`config.mk`:
```
export PLATFORM = sky130hd
export DESIGN_NAME = multTop
export DESIGN_NICKNAME = d
export VERILOG_FILES = /design/src/common/axiLitePkg.sv /design/src/common/multTypesPkg.sv /design/src/verilog/multTop.sv /design/src/verilog/multRegs.sv /design/src/seqMult/seqMultSequencer.sv /design/src/seqMult/seqMultDatapath.sv /design/src/seqMult/baughWooleyCell.sv
export VERILOG_INCLUDE_DIRS = /design/src /design/src/common
export SDC_FILE = /design/constraint.sdc
export NUM_CORES = 1
export LEC_CHECK = 0
export BUFFER_PORTS_ARGS = -buffer_cell sky130_fd_sc_hd__buf_4
export CORE_ASPECT_RATIO = 1.2
export CORE_MARGIN = 2
export CORE_UTILIZATION = 56
export CTS_CLUSTER_DIAMETER = 50
export DETAILED_ROUTE_END_ITERATION = 8
export GPL_TIMING_DRIVEN = 0
export PLACE_DENSITY = 0.91
export RECOVER_POWER = 25
export REMOVE_ABC_BUFFERS = 1
export SYNTH_ARGS = -nofsm -noshare
export SYNTH_HDL_FRONTEND = slang
export SYNTH_SLANG_ARGS = --single-unit
```
`constraint.sdc`:
```
create_clock -name clk -period 5.8 [get_ports clk]
set_clock_uncertainty 0.1 [all_clocks]
set_input_delay 0.87 -clock clk [delete_from_list [all_inputs] [get_ports clk]]
set_output_delay 0.87 -clock clk [all_outputs]
set_load 0.005 [all_outputs]
```
`src/common/mult_defs.svh`:
```
`ifndef MULT_DEFS_SVH
`define MULT_DEFS_SVH

// digit-serial multiplier geometry
`define DIGIT_W 2
`define MAX_W   16

// AXI4-Lite bus widths
`define AXI_ADDR_W 32
`define AXI_DATA_W 32

// register map, byte offsets
`define REG_A      32'h0000_0000
`define REG_B      32'h0000_0004
`define REG_CTRL   32'h0000_0008 // start, size, signed
`define REG_STATUS 32'h0000_000C // busy, done
`define REG_RESULT 32'h0000_0010

`endif
```
`src/common/axiLitePkg.sv`:
```
`include "mult_defs.svh"

package axiLitePkg;

    typedef enum logic [1:0] {
        RESP_OKAY   = 2'b00,
        RESP_EXOKAY = 2'b01,
        RESP_SLVERR = 2'b10,
        RESP_DECERR = 2'b11
    } axiResp_e;

    // master side
    typedef struct packed {
        logic                      awvalid;
        logic [`AXI_ADDR_W-1:0]    awaddr;
        logic                      wvalid;
        logic [`AXI_DATA_W-1:0]    wdata;
        logic [`AXI_DATA_W/8-1:0]  wstrb;
        logic                      bready;
        logic                      arvalid;
        logic [`AXI_ADDR_W-1:0]    araddr;
        logic                      rready;
    } axiLiteReq_t;

    // slave side
    typedef struct packed {
        logic                   awready;
        logic                   wready;
        logic                   bvalid;
        axiResp_e               bresp;
        logic                   arready;
        logic                   rvalid;
        logic [`AXI_DATA_W-1:0] rdata;
        axiResp_e               rresp;
    } axiLiteResp_t;

endpackage

```
`src/common/multTypesPkg.sv`:
```
`include "mult_defs.svh"

package multTypesPkg;

    // one product or operand digit
    typedef logic [`DIGIT_W-1:0] digit_t;

    typedef enum logic [1:0] {
        SIZE4  = 2'd0,
        SIZE8  = 2'd1,
        SIZE16 = 2'd2
    } opSize_e;

    // job as configured by software
    typedef struct packed {
        logic [`MAX_W-1:0] a;
        logic [`MAX_W-1:0] b;
        opSize_e           size;
        logic              signedMode;
    } mulJob_t;

    // per-cycle datapath control
    typedef struct packed {
        logic [2:0] muxSelA;
        logic [2:0] muxSelB;
        logic       invertFirstBit;  // multiplier digit holds the sign bit
        logic       invertSecondRow; // multiplicand digit holds the sign bit
        logic       countLast2;      // last pair of a column
        logic       lastOut;         // flush column, adder idle
        logic [1:0] countShiftInput;
    } seqCtrl_t;

endpackage

```
`src/verilog/multTop.sv`:
```
`timescale 1ns/1ps
`include "mult_defs.svh"

module multTop import multTypesPkg::*, axiLitePkg::*; (
    input  logic         clk,
    input  logic         rst_n,
    input  axiLiteReq_t  axiReq,
    output axiLiteResp_t axiResp
);

    mulJob_t               job;
    seqCtrl_t              ctrl;
    logic [4*`DIGIT_W-1:0] initSum;
    logic                  start;
    logic                  busy;
    logic                  done;
    logic                  digitValid;
    logic [3:0]            digitIdx;
    digit_t                p;

    multRegs u_regs (
        .clk        (clk),
        .rst_n      (rst_n),
        .axiReq     (axiReq),
        .axiResp    (axiResp),
        .job        (job),
        .start      (start),
        .busy       (busy),
        .done       (done),
        .digitValid (digitValid),
        .digitIdx   (digitIdx),
        .p          (p)
    );

    seqMultSequencer u_seq (
        .clk        (clk),
        .rst_n      (rst_n),
        .start      (start),
        .job        (job),
        .ctrl       (ctrl),
        .initSum    (initSum),
        .busy       (busy),
        .done       (done),
        .digitValid (digitValid),
        .digitIdx   (digitIdx)
    );

    // operands captured on start, job stays frozen while busy
    seqMultDatapath u_dp (
        .clk     (clk),
        .rst_n   (rst_n),
        .start   (start),
        .a       (job.a),
        .b       (job.b),
        .ctrl    (ctrl),
        .initSum (initSum),
        .p       (p)
    );

endmodule

```
`src/verilog/multRegs.sv`:
```
`timescale 1ns/1ps
`include "mult_defs.svh"

module multRegs import multTypesPkg::*, axiLitePkg::*; (
    input  logic         clk,
    input  logic         rst_n,
    input  axiLiteReq_t  axiReq,
    output axiLiteResp_t axiResp,
    output mulJob_t      job,
    output logic         start,
    input  logic         busy,
    input  logic         done,
    input  logic         digitValid,
    input  logic [3:0]   digitIdx,
    input  digit_t       p
);

    logic                   wrAcc;
    logic                   rdAcc;
    logic                   bvalid;
    axiResp_e               bresp;
    logic                   rvalid;
    logic [`AXI_DATA_W-1:0] rdata;
    axiResp_e               rresp;
    logic [`AXI_DATA_W-1:0] rdMux;
    logic [`AXI_DATA_W-1:0] result;
    logic                   doneSticky;

    function automatic logic isMapped(input logic [`AXI_ADDR_W-1:0] addr);
        return (addr == `REG_A) || (addr == `REG_B) || (addr == `REG_CTRL)
            || (addr == `REG_STATUS) || (addr == `REG_RESULT);
    endfunction

    function automatic logic [`MAX_W-1:0] mergeBytes(
        input logic [`MAX_W-1:0]   old,
        input logic [`MAX_W-1:0]   data,
        input logic [`MAX_W/8-1:0] strb
    );
        logic [`MAX_W-1:0] merged;
        merged = old;
        for (int i = 0; i < `MAX_W/8; i++) begin
            if (strb[i]) merged[8*i +: 8] = data[8*i +: 8];
        end
        return merged;
    endfunction

    // ##################################################
    // write channel
    assign wrAcc = axiReq.awvalid & axiReq.wvalid & ~bvalid; // one B outstanding

    always_ff @(posedge clk or negedge rst_n) begin
        if (!rst_n) begin
            bvalid <= 1'b0;
            bresp  <= RESP_OKAY;
        end else if (wrAcc) begin
            bvalid <= 1'b1;
            bresp  <= isMapped(axiReq.awaddr) ? RESP_OKAY : RESP_SLVERR;
        end else if (axiReq.bready) begin
            bvalid <= 1'b0;
        end
    end

    always_ff @(posedge clk or negedge rst_n) begin
        if (!rst_n) begin
            job   <= '0;
            start <= 1'b0;
        end else begin
            start <= 1'b0;
            if (wrAcc && !busy) begin // config frozen while a job runs
                case (axiReq.awaddr)
                    `REG_A: job.a <= mergeBytes(job.a, axiReq.wdata[`MAX_W-1:0],
                                                axiReq.wstrb[`MAX_W/8-1:0]);
                    `REG_B: job.b <= mergeBytes(job.b, axiReq.wdata[`MAX_W-1:0],
                                                axiReq.wstrb[`MAX_W/8-1:0]);
                    `REG_CTRL: begin
                        if (axiReq.wstrb[0]) begin
                            job.size       <= opSize_e'(axiReq.wdata[2:1]);
                            job.signedMode <= axiReq.wdata[3];
                            start          <= axiReq.wdata[0];
                        end
                    end
                    default: ;
                endcase
            end
        end
    end

    // ##################################################
    // result collection
    always_ff @(posedge clk or negedge rst_n) begin
        if (!rst_n) begin
            doneSticky <= 1'b0;
            result     <= '0;
        end else if (start) begin
            doneSticky <= 1'b0;
            result     <= '0;
        end else begin
            if (done) doneSticky <= 1'b1;
            if (digitValid) result[digitIdx*`DIGIT_W +: `DIGIT_W] <= p;
        end
    end

    // ##################################################
    // read channel
    assign rdAcc = axiReq.arvalid & ~rvalid;

    always_comb begin
        case (axiReq.araddr)
            `REG_A:      rdMux = `AXI_DATA_W'(job.a);
            `REG_B:      rdMux = `AXI_DATA_W'(job.b);
            `REG_CTRL:   rdMux = `AXI_DATA_W'({job.signedMode, job.size, 1'b0});
            `REG_STATUS: rdMux = `AXI_DATA_W'({doneSticky, busy});
            `REG_RESULT: rdMux = result;
            default:     rdMux = '0;
        endcase
    end

    always_ff @(posedge clk or negedge rst_n) begin
        if (!rst_n) begin
            rvalid <= 1'b0;
            rresp  <= RESP_OKAY;
        end else if (rdAcc) begin
            rvalid <= 1'b1;
            rresp  <= isMapped(axiReq.araddr) ? RESP_OKAY : RESP_SLVERR;
        end else if (axiReq.rready) begin
            rvalid <= 1'b0;
        end
    end

    always_ff @(posedge clk) begin
        if (rdAcc) rdata <= rdMux; // held while rready is low
    end

    always_comb begin
        axiResp         = '0;
        axiResp.awready = wrAcc;
        axiResp.wready  = wrAcc;
        axiResp.bvalid  = bvalid;
        axiResp.bresp   = bresp;
        axiResp.arready = rdAcc;
        axiResp.rvalid  = rvalid;
        axiResp.rdata   = rdata;
        axiResp.rresp   = rresp;
    end

endmodule

```
`src/seqMult/seqMultSequencer.sv`:
```
`timescale 1ns/1ps
`include "mult_defs.svh"

module seqMultSequencer import multTypesPkg::*; (
    input  logic                  clk,
    input  logic                  rst_n,
    input  logic                  start,
    input  mulJob_t               job,
    output seqCtrl_t              ctrl,
    output logic [4*`DIGIT_W-1:0] initSum,
    output logic                  busy,
    output logic                  done,
    output logic                  digitValid,
    output logic [3:0]            digitIdx
);

    typedef enum logic [1:0] {
        IDLE,
        RUN,
        LAST
    } seqState_e;

    seqState_e  state;
    logic [3:0] col;      // output column k
    logic [2:0] pairA;    // multiplier digit i, multiplicand digit is k - i
    logic [2:0] selB;
    logic [2:0] topDig;   // D - 1
    logic [3:0] lastCol;  // 2D - 1
    logic [2:0] pairHi;
    logic [4:0] colPlus4;
    logic       colEnd;
    logic       tailCol;

    // first multiplier digit of column k
    function automatic logic [2:0] firstPair(input logic [3:0] k, input logic [2:0] top);
        logic [3:0] diff;
        diff = k - {1'b0, top};
        return (k > {1'b0, top}) ? diff[2:0] : 3'd0;
    endfunction

    always_comb begin
        case (job.size)
            SIZE4:   topDig = 3'd1;
            SIZE8:   topDig = 3'd3;
            default: topDig = 3'd7;
        endcase
    end

    assign lastCol  = {topDig, 1'b1};
    assign pairHi   = (col > {1'b0, topDig}) ? topDig : col[2:0];
    assign selB     = col[2:0] - pairA;
    assign colEnd   = (pairA == pairHi);
    assign tailCol  = (col == lastCol);
    assign colPlus4 = {1'b0, col} + 5'd4;

    // 2^N + 2^(2N-1) correction, fits the preload only for 4-bit operands
    assign initSum = (job.signedMode && topDig == 3'd1) ? 8'h90 : 8'h00;

    // ##################################################
    // column walk
    always_ff @(posedge clk or negedge rst_n) begin
        if (!rst_n) begin
            state <= IDLE;
            col   <= '0;
            pairA <= '0;
        end else begin
            case (state)
                IDLE: begin
                    if (start) begin
                        state <= RUN;
                        col   <= '0;
                        pairA <= '0;
                    end
                end
                RUN: begin
                    if (tailCol) begin
                        state <= LAST;
                    end else if (colEnd) begin
                        col   <= col + 4'd1;
                        pairA <= firstPair(col + 4'd1, topDig);
                    end else begin
                        pairA <= pairA + 3'd1;
                    end
                end
                default: state <= IDLE; // last digit on p
            endcase
        end
    end

    always_comb begin
        ctrl = '0;
        if (state == RUN) begin
            ctrl.muxSelA = pairA;
            ctrl.muxSelB = selB;
            ctrl.lastOut = tailCol;
            if (!tailCol) begin
                ctrl.invertFirstBit  = job.signedMode & (pairA == topDig);
                ctrl.invertSecondRow = job.signedMode & (selB == topDig);
                ctrl.countLast2      = colEnd;
                // correction bits beyond the preload enter four digits early
                ctrl.countShiftInput[0] = job.signedMode & colEnd
                                        & (colPlus4 == {2'b00, topDig} + 5'd1);
                ctrl.countShiftInput[1] = job.signedMode & colEnd
                                        & (colPlus4 == {1'b0, lastCol});
            end
        end
    end

    // ##################################################
    // status toward the register block
    assign busy = (state != IDLE);

    always_ff @(posedge clk or negedge rst_n) begin
        if (!rst_n) begin
            digitValid <= 1'b0;
            digitIdx   <= '0;
            done       <= 1'b0;
        end else begin
            digitValid <= ctrl.countLast2 | ctrl.lastOut; // p loads on the same edge
            digitIdx   <= col;
            done       <= (state == LAST);
        end
    end

endmodule

```
`src/seqMult/seqMultDatapath.sv`:
```
`timescale 1ns/1ps
`include "mult_defs.svh"

module seqMultDatapath import multTypesPkg::*; (
    input  logic                  clk,
    input  logic                  rst_n,
    input  logic                  start,
    input  logic [`MAX_W-1:0]     a,
    input  logic [`MAX_W-1:0]     b,
    input  seqCtrl_t              ctrl,
    input  logic [4*`DIGIT_W-1:0] initSum,
    output digit_t                p
);

    localparam int AccW = 2 * `DIGIT_W;

    logic [`MAX_W-1:0] regA;
    logic [`MAX_W-1:0] regB;
    digit_t            digA;
    digit_t            digB;
    logic [AccW-1:0]   prod;
    logic [AccW-1:0]   accumSum;
    logic [AccW-1:0]   carryCount;
    logic [AccW:0]     sumWide;
    logic [AccW-1:0]   nextAccum;
    logic [AccW-1:0]   nextCarry;
    logic              shiftCol;

    // ##################################################
    // operand digits
    always_ff @(posedge clk) begin
        if (start) begin
            regA <= a;
            regB <= b;
        end
    end

    assign digA = regA[ctrl.muxSelA*`DIGIT_W +: `DIGIT_W];
    assign digB = regB[ctrl.muxSelB*`DIGIT_W +: `DIGIT_W];

    baughWooleyCell u_cell (
        .multiplier      (digA),
        .multiplicand    (digB),
        .invertFirstBit  (ctrl.invertFirstBit),
        .invertSecondRow (ctrl.invertSecondRow),
        .product         (prod)
    );

    // ##################################################
    // column accumulator
    assign sumWide   = ctrl.lastOut ? {1'b0, accumSum}
                                    : {1'b0, accumSum} + {1'b0, prod};
    assign nextAccum = sumWide[AccW-1:0];
    assign nextCarry = carryCount + AccW'(sumWide[AccW]); // count adder carry-outs
    assign shiftCol  = ctrl.countLast2 | ctrl.lastOut;

    // column value is accumSum + carryCount * 2^AccW
    always_ff @(posedge clk or negedge rst_n) begin
        if (!rst_n) begin
            accumSum   <= '0;
            carryCount <= '0;
        end else if (start) begin
            accumSum   <= initSum[AccW-1:0];
            carryCount <= initSum[2*AccW-1:AccW];
        end else if (shiftCol) begin
            // drop one digit, carries move down into the accumulator
            accumSum   <= {nextCarry[`DIGIT_W-1:0], nextAccum[AccW-1:`DIGIT_W]};
            carryCount <= {ctrl.countShiftInput, nextCarry[AccW-1:`DIGIT_W]};
        end else begin
            accumSum   <= nextAccum;
            carryCount <= nextCarry;
        end
    end

    // finished digit of the closing column
    always_ff @(posedge clk or negedge rst_n) begin
        if (!rst_n) begin
            p <= '0;
        end else if (start) begin
            p <= '0;
        end else if (shiftCol) begin
            p <= nextAccum[`DIGIT_W-1:0];
        end
    end

endmodule

```
`src/seqMult/baughWooleyCell.sv`:
```
`timescale 1ns/1ps
`include "mult_defs.svh"

module baughWooleyCell import multTypesPkg::*; (
    input  digit_t                multiplier,
    input  digit_t                multiplicand,
    input  logic                  invertFirstBit,
    input  logic                  invertSecondRow,
    output logic [2*`DIGIT_W-1:0] product
);

    logic pp00;
    logic pp10;
    logic pp01;
    logic pp11;

    // row 0 takes multiplicand bit 0, row 1 takes bit 1
    assign pp00 = multiplier[0] & multiplicand[0];
    assign pp10 = (multiplier[1] & multiplicand[0]) ^ invertFirstBit;
    assign pp01 = (multiplier[0] & multiplicand[1]) ^ invertSecondRow;
    // sign times sign stays positive when both flags are set
    assign pp11 = (multiplier[1] & multiplicand[1]) ^ invertFirstBit ^ invertSecondRow;

    assign product = {3'b000, pp00}
                   + {2'b00, pp10, 1'b0}
                   + {2'b00, pp01, 1'b0}
                   + {1'b0, pp11, 2'b00};

endmodule

```
==> key figures, run 1 <==
Route
  – WL met2: 10,180 um
  – Via count: 5,976
  – DR WL met3: 1448 um
  – Initial DRC Count: 620
  – Drc violations: 0
  – Met1 wire length: 7421 um
  – Via-per-instance ratio: 6.231
  – Wire per inst: 20.73 um
  – Post-detailed-routing wire length: 19,880 um
  – First-pass DRT Iterations: 6
  – Number of routed nets with antenna violations: 0
  – Max layer used: met4

Synthesis
  – YS warnings: 0
  – Distinct cell type count after synthesis: 63
  – Largest area contributor in the netlist: dfrtp_1
  – Area share of the largest cell type after synthesis: 0.3134
  – Largest family of logic cells by synthesized area: simple AND/OR/NAND/NOR gates
  – Cell Area, Synth: 7825 um2
  – Cell count after synthesis: 661
  – Post-synth EDFFs: 64
  – Synth cell count leaders: dfrtp_1, edfxtp_1, nand2_1, mux2_2, nor2_1
  – Asr flop ratio synth: 0.6049
  – XOR/XNOR share of the synthesized area: 0.02526
  – Most common cell in the netlist: dfrtp_1
  – Mux contribution to synthesized area: 0.08315
  – Post-Syn Area per Cell: 11.84 um2
  – Synth Area in Simple Gates: 0.1429
  – Synth top area cells: dfrtp_1, edfxtp_1, mux2_2, ha_1, nand2_1
  – Synth Flop Type: dfrtp_1
  – Compound-Gate Fraction of Synth Area: 0.1135
  – Post-Synth Adder-Cell Area: 0.03742
  – Sequential area share after synthesis: 0.5590
  – Number of synthesized register bits: 162

Clock tree
  – Reg clk slew, reported paths: 0.07 ns
  – CTS tree: yes
  – CTS Sinks: 162
  – CTS max path bufs: 2
  – H-Tree Depth: 4
  – Total CTS buffers: 17
  – Clk_lat worst skew: 0.43 ns
  – Cts hold-fix bufs: 0
  – Clock root buffer: clkbuf_16
  – Post-CTS setup repair buffer count: 0
  – Post-CTS resize count: 0

Power and ir drop
  – Pint: 1.908 mW
  – Leakage: 4.115 nW
  – Flop pwr share: 0.495
  – Psw: 0.5359 mW
  – Clock power share: 0.457
  – Sw frac: 0.2193
  – Combinational share of power: 0.048
  – Cell Pwr Density: 258.4 nW/um2
  – VDD IR-drop max: 0.2389 mV

Critical path
  – Worst reg2reg path endpoint: u_dp.carryCount[0]$_DFF_PN0_
  – Critical path class: reg2reg
  – CP required: 6.00 ns
  – Nature of the critical path endpoint: flop
  – Peak fanout along the critical path: 12
  – Reg2Reg Depth: 22
  – FF-to-FF Start: u_seq.pairA[0]$_DFFE_PN0P_
  – Worst setup SP type: flop
  – Reg2reg setup slack: 0.62 ns
  – Critical path arrival: 5.38 ns

Flow run
  – Max Cap Violations: 1

Cells and area
  – Antenna cells: 0
  – Area growth from synthesis to layout: 20.85%
  – Final net count: 903
  – Final Core Density: 0.6902
  – Layout cells sized above 1: 0.2728

Placement
  – Port Buf Inserts: 127
  – Detailed Place HPWL: 13,660 um
  – Gp weighted congestion: 0.9109

Timing
  – Pins over their slew limit: 99
  – Final hold viol count: 0
  – Final period demand of the worst path: 5.182 ns
  – RSZ-0062 raised after global routing: false
  – Hold slack: 0.3686 ns
  – Fmax: 0.1930 GHz
  – Setup TNS: 0 ns
  – Setup violations, final: 0
  – Final Cycle Share: 0.8934
  – Worst slew pin tran: 2.436 ns
  – Worst relative slew slack: -0.6241

Run status
  – Failing checks: capacitance limit, slew limit
  – Status: finished with violations

GRT
  – Overflow after GRT: 0
  – Initial antenna violation count: 0
  – Gr usage total: 0.2711
  – Vias in the first global route: 6,006
  – Largest net degree at the start of global routing: 99
  – First-pass GRT wire length: 31,120 um

Worst hold path
  – Min-Delay Path Class: reg2reg
  – Hold path endpoint: u_regs.doneSticky$_DFFE_PN0P_
  – Hold Path Origin: u_seq.done$_DFF_PN0_
  – Hold Path Stages: 2

Floorplanning
  – Die Width: 111.9 um
  – Die area: 14,940 um2
  – Chip height: 133.5 um
  – Initial Util: 0.5711
  – # rows: 47
  – I/O pin cnt: 148
  – Core area: 13,700 um2
[cells in the final DEF, fill, tap and decap left out, types with 6 or more instances in the layout]
master	instances
a222oi_1	12
nand3_1	23
xnor2_1	11
nor3_1	9
a22o_1	14
and2_1	15
a21o_1	6
o21ai_0	14
mux2_2	40
ha_1	17
inv_1	31
buf_4	124
nor4_1	17
a21oi_1	32
a31oi_1	8
nor2_1	37
clkbuf_16	17
nand2_1	52
and3_1	21
nand4_1	7
nor2b_1	7
o2bb2ai_1	10
dfrtp_1	98
xor2_1	9
mux2i_1	11
edfxtp_1	64
[sequential cells by signal, indices dropped and copies added, names as in the netlist, 2 cells and up]
| register | cells |
|---|---|
| u_regs.job | 35 |
| u_regs.rdata | 32 |
| u_regs.result | 32 |
| u_dp.regA | 16 |
| u_dp.regB | 16 |
| u_dp.accumSum | 4 |
| u_dp.carryCount | 4 |
| u_seq.col | 4 |
| u_seq.digitIdx | 4 |
| u_seq.pairA | 3 |
| u_dp.p | 2 |
| u_seq.state | 2 |
[how the worst max path moves through the flow]
stage / start / to / slack (ns) / cells after the start
after CTS: u_seq.pairA[0]$_DFFE_PN0P_ / u_dp.carryCount[0]$_DFF_PN0_ / 0.67 / 22
after global placement: axiReq[26] / u_regs.rdata[0]$_SDFFCE_PN0P_ / 0.63 / 7
after detailed placement: u_seq.pairA[0]$_DFFE_PN0P_ / u_dp.carryCount[0]$_DFF_PN0_ / 0.74 / 22
after floorplan: u_seq.col[0]$_DFFE_PN0P_ / u_dp.carryCount[0]$_DFF_PN0_ / 1.38 / 20
after global routing: u_seq.pairA[0]$_DFFE_PN0P_ / u_dp.carryCount[0]$_DFF_PN0_ / 0.34 / 22
final: u_seq.pairA[0]$_DFFE_PN0P_ / u_dp.carryCount[0]$_DFF_PN0_ / 0.62 / 22
[critical path, stage by stage, from the launching register on]
cell and delay (ns):
dfrtp_1 0.74, ha_1 0.25, inv_1 0.05, fa_1 0.36, xnor3_1 0.33, nand2_1 0.18, mux4_2 0.35, mux2i_1 0.22
nor2_1 0.09, xnor2_1 0.16, fa_1 0.52, inv_1 0.05, ha_1 0.22, a21o_1 0.19, a21oi_1 0.15, nor2_1 0.06
ha_1 0.20, ha_1 0.19, xnor2_1 0.23, nand2_1 0.08, nand2_1 0.11, o311a_1 0.20, a31oi_1 0.05
[kinds of logic (layout without fill, tap and decap cells)]
group / count (synthesis) / count (layout)
buffers and inverters: 66 / 192
xor gates and xnor gates: 21 / 21
muxes: 55 / 55
and+or+nand+nor: 211 / 211
DFF: 162 / 162
adders and majority gates: 21 / 21
other: 1 / 2
AOI/OAI and AO/OA: 124 / 124
[layer usage]
| metal | vias up | GRT usage |
|---|---|---|
| met4 | 0 | 0.1413 |
| met5 | - | 0 |
| met3 | 66 | 0.05096 |
| met1 | 2936 | 0.3405 |
| li1 | 2674 | - |
| met2 | 300 | 0.4502 |
[power by group through the flow]
stage               combinational [mW]  clock (mW)  sequential (mW)
floorplan                       0.0150           0             1.23
global placement                 0.110           0             1.23
detailed placement               0.118           0             1.23
CTS                              0.119        1.12             1.21
global route                     0.127        1.16             1.21
finish                           0.117        1.12             1.21
[stage by stage]
stage	instance area, um2	total power, mW	setup slack [ns]	cells
final	9457	2.444	0.6181	959
after global routing	9457	2.500	0.3377	959
after CTS	9460	2.451	0.6710	959
after detailed placement	8880	1.350	0.7432	927
after global placement	8813	1.343	0.6298	925
after floorplan	7646	1.249	1.383	627
[final cells by class]
class	count	area, um2
clock buffer	18	429.2
sequential	162	4374
tap	171	214.0
fill	925	4245
multi-input combinational	434	3173
clock inverter	14	151.4
timing repair buffer	129	998.5
inverter	31	116.4
No activity file was read; power rests on OpenSTA's default activity.
==> inputs of run 2 (changes only) <==
--- a/config.mk
+++ b/config.mk
@@ -8,7 +8,7 @@
 export LEC_CHECK = 0
 export BUFFER_PORTS_ARGS = -buffer_cell sky130_fd_sc_hd__buf_4
 export CORE_ASPECT_RATIO = 1.2
-export CORE_MARGIN = 2
+export CORE_MARGIN = 4
 export CORE_UTILIZATION = 56
 export CTS_CLUSTER_DIAMETER = 50
 export DETAILED_ROUTE_END_ITERATION = 8
==> run 2 against run 1 <==
The run ends with DRC, capacitance limit, slew limit left. Worst hold slack gained 0.012 ns. Non-clock buffer count is the same. Clock power is essentially flat. Via count grew 2.2%. Critical path type unchanged. Largest power group unchanged.
==> key figures, run 2 (synthesis results as in run 1) <==
Cells and area
  – Number of flip-flops under the largest register name: 35 (unchanged)
  – Final net count: 903 (unchanged)
  – Most frequent cells in the layout: buf_4, dfrtp_1, edfxtp_1, nand2_1, mux2_2 (unchanged)
  – Layout cells sized above 1: 0.2703 (was 0.2728)
  – Filler cells: 953 (was 925)
  – Final std cells w/o fill: 959 (unchanged)
  – Area growth from synthesis to layout: 20.42% (was 20.85%)
  – Top reg by flops: u_regs.job (unchanged)
  – Most common cell after layout, fill and taps aside: buf_4 (unchanged)
  – Antenna cells: 0 (unchanged)
  – Biggest regs: u_regs.job (35), u_regs.rdata (32), u_regs.result (32) (unchanged)
  – Final Core Density: 0.6848 (was 0.6902)

Floorplanning
  – Die Width: 115.9 um (was 111.9 um)
  – Core area: 13,760 um2 (was 13,700 um2)
  – Chip height: 137.5 um (was 133.5 um)
  – # rows: 47 (unchanged)
  – Die area: 15,940 um2 (was 14,940 um2)
  – I/O pin cnt: 148 (unchanged)
  – Initial Util: 0.5686 (was 0.5711)

Critical path
  – Peak fanout along the critical path: 12 (unchanged)
  – FF-to-FF Start: u_seq.pairA[0]$_DFFE_PN0P_ (unchanged)
  – Nature of the critical path endpoint: flop (unchanged)
  – Worst path top cell family by delay: adder cells (unchanged)
  – Worst setup SP type: flop (unchanged)
  – Critical path arrival: 5.44 ns (was 5.38 ns)
  – CP max stage delay: 0.75 ns (was 0.74 ns)
  – Crit. Startpoint: u_seq.pairA[0]$_DFFE_PN0P_ (unchanged)
  – Crit path cell chain: ha_1 > inv_1 > fa_1 > xnor3_1 > nand2_1 > mux4_2 > mux2i_1 > nor2_1 > xnor2_1 > fa_1 > inv_1 > ha_1 > a21o_1 > a21oi_1 > nor2_1 > ha_1 > ha_1 > xnor2_1 > nand2_1 > nand2_1 > o311a_1 > a31oi_1 (unchanged)
  – Bufs and invs on worst path: 2 (unchanged)
  – Slowest stage cell, crit path: dfrtp_1 (unchanged)
  – Critical path class: reg2reg (unchanged)
  – CP required: 6.00 ns (about the same)
  – Crit path top cell by count: ha_1 (unchanged)

Power and ir drop
  – VDD IR-drop max: 0.1683 mV (was 0.2389 mV)
  – Leakage: 4.096 nW (was 4.115 nW)
  – Cell Pwr Density: 258.3 nW/um2 (was 258.4 nW/um2)

Placement
  – Cells after DPL: 927 (unchanged)
  – Detailed Place HPWL: 14,120 um (was 13,660 um)
  – Port Buf Inserts: 127 (unchanged)
  – Gp weighted congestion: 0.9566 (was 0.9109)

Clock tree
  – H-Tree Depth: 4 (unchanged)
  – CTS Sinks: 162 (unchanged)
  – Post-CTS setup repair buffer count: 0 (unchanged)
  – Clock root buffer: clkbuf_16 (unchanged)
  – Cts hold-fix bufs: 0 (unchanged)
  – Total CTS buffers: 17 (unchanged)
  – Clk_lat worst skew: 0.43 ns (about the same)
  – Post-CTS resize count: 0 (unchanged)
  – Reg clk slew, reported paths: 0.07 ns (about the same)
  – CTS max path bufs: 2 (unchanged)
  – CTS tree: yes (unchanged)

Worst hold path
  – Hold Path Origin: u_regs.job[31]$_DFFE_PN0P_ (was u_seq.done$_DFF_PN0_)
  – Min-Delay Path Class: reg2reg (unchanged)

Run status
  – Status: finished with violations (unchanged)
  – Failing checks: DRC, capacitance limit, slew limit (was capacitance limit, slew limit)

Route
  – First-pass DRT Iterations: 9 (was 6)
  – Drc violations: 1 (was 0)
  – Wire per inst: 21.76 um (was 20.73 um)
  – Initial DRC Count: 600 (was 620)
  – Number of routed nets with antenna violations: 0 (unchanged)
  – Post-detailed-routing wire length: 20,860 um (was 19,880 um)
  – Via count: 6,107 (was 5,976)
  – Via-per-instance ratio: 6.368 (was 6.231)

Timing
  – Final period demand of the worst path: 5.235 ns (was 5.182 ns)
  – Final Cycle Share: 0.9026 (was 0.8934)
  – Setup TNS: 0 ns (unchanged)
  – RSZ-0062 raised after global routing: false (unchanged)
  – Worst relative slew slack: -0.6311 (was -0.6241)
  – Setup violations, final: 0 (unchanged)
  – Pins over their slew limit: 163 (was 99)
  – Worst slew pin tran: 2.447 ns (was 2.436 ns)
  – Fmax: 0.1910 GHz (was 0.1930 GHz)
  – Final hold viol count: 0 (unchanged)

GRT
  – Vias in the first global route: 6,164 (was 6,006)
  – Overflow after GRT: 0 (unchanged)
  – Initial antenna violation count: 1 (was 0)
  – Largest net degree at the start of global routing: 99 (unchanged)
  – First-pass GRT wire length: 32,140 um (was 31,120 um)
  – Gr usage total: 0.2657 (was 0.2711)

Flow run
  – Max Cap Violations: 3 (was 1)
==> run 2: changes by cell type in the layout (fill, tap and decap cells not counted), moves of 2 or more <==
cell      delta
clkinv_1     -2
clkbuf_1     +3
inv_8        +2
clkinv_2     -2
==> run 2: path summary, 6_finish.rpt <==
path                            depth (start not counted)  slack, ns                            to
worst max-delay path                                   22       0.56  u_dp.carryCount[0]$_DFF_PN0_
worst min-delay path                                    0       0.38       u_dp.regA[12]$_DFFE_PP_
worst max register to register                         22       0.56  u_dp.carryCount[0]$_DFF_PN0_
worst min register to register                          0       0.38       u_dp.regA[12]$_DFFE_PP_
max in group asynchronous                               1       3.08     u_regs.job[5]$_DFFE_PN0P_
min in group asynchronous                               1       1.06   u_regs.bresp[1]$_DFFE_PN0P_
==> run 2: cell type report <==
| cell class | instances | area (um2) | area share |
|---|---|---|---|
| clock buffers | 19 | 432.9 | 0.04594 |
| clock inverters | 13 | 141.4 | 0.01500 |
| inverters | 31 | 116.4 | 0.01235 |
| multi-input cells | 434 | 3166 | 0.3359 |
| flip-flops and latches | 162 | 4374 | 0.4642 |
| well taps | 171 | 214.0 | 0.02271 |
| repair buffers | 129 | 978.4 | 0.1038 |
==> run 2: report_power, final <==
part / switching [mW] / leakage (nW) / internal (mW)
Combinational: 0.0547 / 1.95 / 0.0626
Clock: 0.498 / 0.281 / 0.610
Sequential: 0.00517 / 1.87 / 1.20
Total: 0.558 / 4.10 / 1.88
==> run 2: per-stage QoR <==
stage                     setup WS [ns]  hold slack, ns  instance area [um2]  power [mW]
after floorplan                   1.383          0.3367                 7646       1.249
after global placement           0.6737          0.3547                 8813       1.343
after detailed placement         0.7504          0.3624                 8880       1.350
after CTS                        0.6511          0.3802                 9454       2.438
after global routing             0.3515          0.3940                 9423       2.497
final                            0.5646          0.3802                 9423       2.434
==> run 2: per-layer routing <==
metal | up-vias | wire length [um] | global-route usage | share of wire
met3 | 91 | 1460 | 0.05888 | 0.070
met2 | 363 | 10740 | 0.4421 | 0.51
li1 | 2682 | - | - | -
met4 | 0 | 906 | 0.1315 | 0.043
met5 | - | 0 | 0 | 0
met1 | 2971 | 7762 | 0.3267 | 0.37
==> inputs of run 3 (changes only) <==
--- a/config.mk
+++ b/config.mk
@@ -7,9 +7,11 @@
 export NUM_CORES = 1
 export LEC_CHECK = 0
 export BUFFER_PORTS_ARGS = -buffer_cell sky130_fd_sc_hd__buf_4
+export CELL_PAD_IN_SITES_DETAIL_PLACEMENT = 0
+export CELL_PAD_IN_SITES_GLOBAL_PLACEMENT = 1
 export CORE_ASPECT_RATIO = 1.2
 export CORE_MARGIN = 4
-export CORE_UTILIZATION = 56
+export CORE_UTILIZATION = 44
 export CTS_CLUSTER_DIAMETER = 50
 export DETAILED_ROUTE_END_ITERATION = 8
 export GPL_TIMING_DRIVEN = 0
==> run 3 against run 2 <==
Via count shrank 6.8%. Highest routed layer unchanged. Critical path depth decreased by 2. Worst setup slack better by 0.043 ns. Largest cell class unchanged. Design area grew 1.5%. The flow finishes with violations (capacitance limit, slew limit). Clock-buffer cell count is 1 lower. Clock power is essentially flat. Non-clock buffer count increased by 3. Routed wire length is 6.2% lower. Largest power group unchanged. Global-route usage fell by 6.0 points. Combinational power hardly changed. Power rose by 1.5%.
==> key figures, run 3 (synthesis results as in run 1) <==
Clock tree
  – Reg clk slew, reported paths: 0.07 ns (about the same)
  – CTS max path bufs: 2 (unchanged)
  – H-Tree Depth: 4 (unchanged)
  – CTS tree: yes (unchanged)
  – CTS Sinks: 162 (unchanged)
  – Post-CTS resize count: 0 (unchanged)
  – Total CTS buffers: 17 (unchanged)
  – Post-CTS setup repair buffer count: 0 (unchanged)
  – Clock root buffer: clkbuf_16 (unchanged)
  – Cts hold-fix bufs: 0 (unchanged)
  – Clk_lat worst skew: 0.43 ns (about the same)

Timing
  – Final Cycle Share: 0.8952 (was 0.9026)
  – Setup TNS: 0 ns (unchanged)
  – RSZ-0062 raised after global routing: false (unchanged)
  – Fmax: 0.1926 GHz (was 0.1910 GHz)
  – Worst relative slew slack: -0.6627 (was -0.6311)
  – Pins over their slew limit: 99 (was 163)
  – Final period demand of the worst path: 5.192 ns (was 5.235 ns)
  – Final WS setup: 0.6077 ns (was 0.5646 ns)
  – Final hold viol count: 0 (unchanged)
  – Setup violations, final: 0 (unchanged)
  – Worst slew pin tran: 2.494 ns (was 2.447 ns)

Critical path
  – Peak fanout along the critical path: 10 (was 12)
  – Crit path cell chain: inv_1 > ha_1 > or3b_1 > mux4_2 > mux2i_1 > nor2_1 > xnor2_1 > fa_1 > inv_1 > ha_1 > a21o_1 > a21oi_1 > nor2_1 > ha_1 > ha_1 > xnor2_1 > nand2_1 > nand2_1 > o311a_1 > a31oi_1 (was ha_1 > inv_1 > fa_1 > xnor3_1 > nand2_1 > mux4_2 > mux2i_1 > nor2_1 > xnor2_1 > fa_1 > inv_1 > ha_1 > a21o_1 > a21oi_1 > nor2_1 > ha_1 > ha_1 > xnor2_1 > nand2_1 > nand2_1 > o311a_1 > a31oi_1)
  – Worst setup SP type: flop (unchanged)
  – Slowest stage cell, crit path: dfrtp_1 (unchanged)
  – FF-to-FF Start: u_seq.col[0]$_DFFE_PN0P_ (was u_seq.pairA[0]$_DFFE_PN0P_)
  – CP required: 6.00 ns (about the same)
  – Worst path top cell family by delay: adder cells (unchanged)
  – Bufs and invs on worst path: 2 (unchanged)
  – Critical path class: reg2reg (unchanged)
  – Nature of the critical path endpoint: flop (unchanged)
  – CP max stage delay: 0.61 ns (was 0.75 ns)
  – Crit. Startpoint: u_seq.col[0]$_DFFE_PN0P_ (was u_seq.pairA[0]$_DFFE_PN0P_)
  – Crit path top cell by count: ha_1 (unchanged)
  – Critical path arrival: 5.39 ns (was 5.44 ns)

Cells and area
  – Most common cell after layout, fill and taps aside: buf_4 (unchanged)
  – Antenna cells: 0 (unchanged)
  – Filler cells: 1,494 (was 953)
  – Layout cells sized above 1: 0.2781 (was 0.2703)
  – Top reg by flops: u_regs.job (unchanged)
  – FF/Latch Area: 4375 um2 (was 4374 um2)
  – Most frequent cells in the layout: buf_4, dfrtp_1, edfxtp_1, nand2_1, mux2_2 (unchanged)
  – Number of flip-flops under the largest register name: 35 (unchanged)
  – Area growth from synthesis to layout: 22.24% (was 20.42%)
  – Area of the multi-input gates: 3173 um2 (was 3166 um2)
  – Final instance area: 9565 um2 (was 9423 um2)
  – Final net count: 906 (was 903)
  – Final std cells w/o fill: 1,011 (was 959)
  – Biggest regs: u_regs.job (35), u_regs.rdata (32), u_regs.result (32) (unchanged)

Route
  – Via count: 5,692 (was 6,107)
  – Wire per inst: 19.36 um (was 21.76 um)
  – Initial DRC Count: 442 (was 600)
  – Post-detailed-routing wire length: 19,570 um (was 20,860 um)
  – Number of routed nets with antenna violations: 0 (unchanged)
  – First-pass DRT Iterations: 5 (was 9)
  – Drc violations: 0 (was 1)
  – Via-per-instance ratio: 5.630 (was 6.368)

Worst hold path
  – Hold Path Origin: u_seq.done$_DFF_PN0_ (was u_regs.job[31]$_DFFE_PN0P_)
  – Min-Delay Path Class: reg2reg (unchanged)

GRT
  – Initial antenna violation count: 0 (was 1)
  – Largest net degree at the start of global routing: 99 (unchanged)
  – Vias in the first global route: 5,778 (was 6,164)
  – Gr usage total: 0.2057 (was 0.2657)
  – Overflow after GRT: 0 (unchanged)
  – First-pass GRT wire length: 31,760 um (was 32,140 um)

Placement
  – Detailed Place HPWL: 14,270 um (was 14,120 um)
  – Dpl cell area: 8964 um2 (was 8880 um2)
  – Cells after DPL: 978 (was 927)
  – Pre-CTS setup slack: 0.6042 ns (was 0.7504 ns)
  – Port Buf Inserts: 127 (unchanged)
  – Gp weighted congestion: 0.8888 (was 0.9566)

Power and ir drop
  – Clock power share: 0.462 (was 0.455)
  – Pint: 1.916 mW (was 1.876 mW)
  – Sw frac: 0.2242 (was 0.2292)
  – Leakage: 4.129 nW (was 4.096 nW)
  – Flop pwr share: 0.490 (was 0.497)
  – Cell Pwr Density: 258.2 nW/um2 (was 258.3 nW/um2)
  – Combinational share of power: 0.048 (about the same)
  – Pwr Total: 2.469 mW (was 2.434 mW)
  – Psw: 0.5537 mW (was 0.5578 mW)
  – VDD IR-drop max: 0.1959 mV (was 0.1683 mV)

Floorplanning
  – Initial Util: 0.4470 (was 0.5686)
  – I/O pin cnt: 148 (unchanged)
  – Chip height: 154.1 um (was 137.5 um)
  – # rows: 53 (was 47)
  – Core area: 17,510 um2 (was 13,760 um2)
  – Die area: 19,990 um2 (was 15,940 um2)
  – Die Width: 129.7 um (was 115.9 um)

Flow run
  – Max Cap Violations: 1 (was 3)

Run status
  – Status: finished with violations (unchanged)
  – Failing checks: capacitance limit, slew limit (was DRC, capacitance limit, slew limit)
## run 3: worst register-to-register path, delay by kind of cell, from the launching register on
kind	cells	cell delay (ns)
DFF	1	0.61
and+or+nand+nor	5	0.87
muxes	2	0.75
xor gates and xnor gates	2	0.38
buffers and inverters	2	0.23
adders and majority gates	5	1.57
AOI/OAI and AO/OA	4	0.55
## run 3: power groups by stage
stage                     logic (mW)  registers (mW)  clock network (mW)
after floorplan               0.0150            1.23                   0
after global placement         0.114            1.23                   0
after detailed placement       0.121            1.23                   0
after CTS                      0.121            1.21                1.16
after global routing           0.131            1.21                1.21
final                          0.118            1.21                1.14
## run 3: metal layers
metal | vias to the layer above | GRT usage | part of all wire
met1 | 2799 | 0.2772 | 0.41
met4 | 0 | 0.07475 | 0.027
met3 | 37 | 0.04135 | 0.053
li1 | 2671 | - | -
met2 | 185 | 0.3298 | 0.51
met5 | - | 0 | 0
## run 3: layout make-up
type,instances,share of cell area
timing repair buffer,132,0.1078
inverter,31,0.01216
clock buffer,18,0.04487
tap,220,0.02878
sequential,162,0.4574
clock inverter,14,0.01727
multi-input combinational,434,0.3317
## run 3: final timing paths
check | end | cells past startpoint | slack (ns)
setup / recovery | u_dp.carryCount[0]$_DFF_PN0_ | 20 | 0.61
hold / removal | u_regs.doneSticky$_DFFE_PN0P_ | 2 | 0.37
setup reg to reg | u_dp.carryCount[0]$_DFF_PN0_ | 20 | 0.61
hold reg to reg | u_regs.doneSticky$_DFFE_PN0P_ | 2 | 0.37
max in group asynchronous | u_regs.start$_DFF_PN0_ | 2 | 2.71
min in group asynchronous | u_regs.start$_DFF_PN0_ | 2 | 1.31
## run 3: metrics by stage
step / utilization / hold slack, ns
2_1_floorplan: - / 0.3367
3_3_place_gp: 0.5069 / 0.3454
3_5_place_dp: 0.5120 / 0.3558
4_1_cts: 0.5460 / 0.3722
5_1_grt: 0.5464 / 0.3898
6_report: 0.5464 / 0.3702
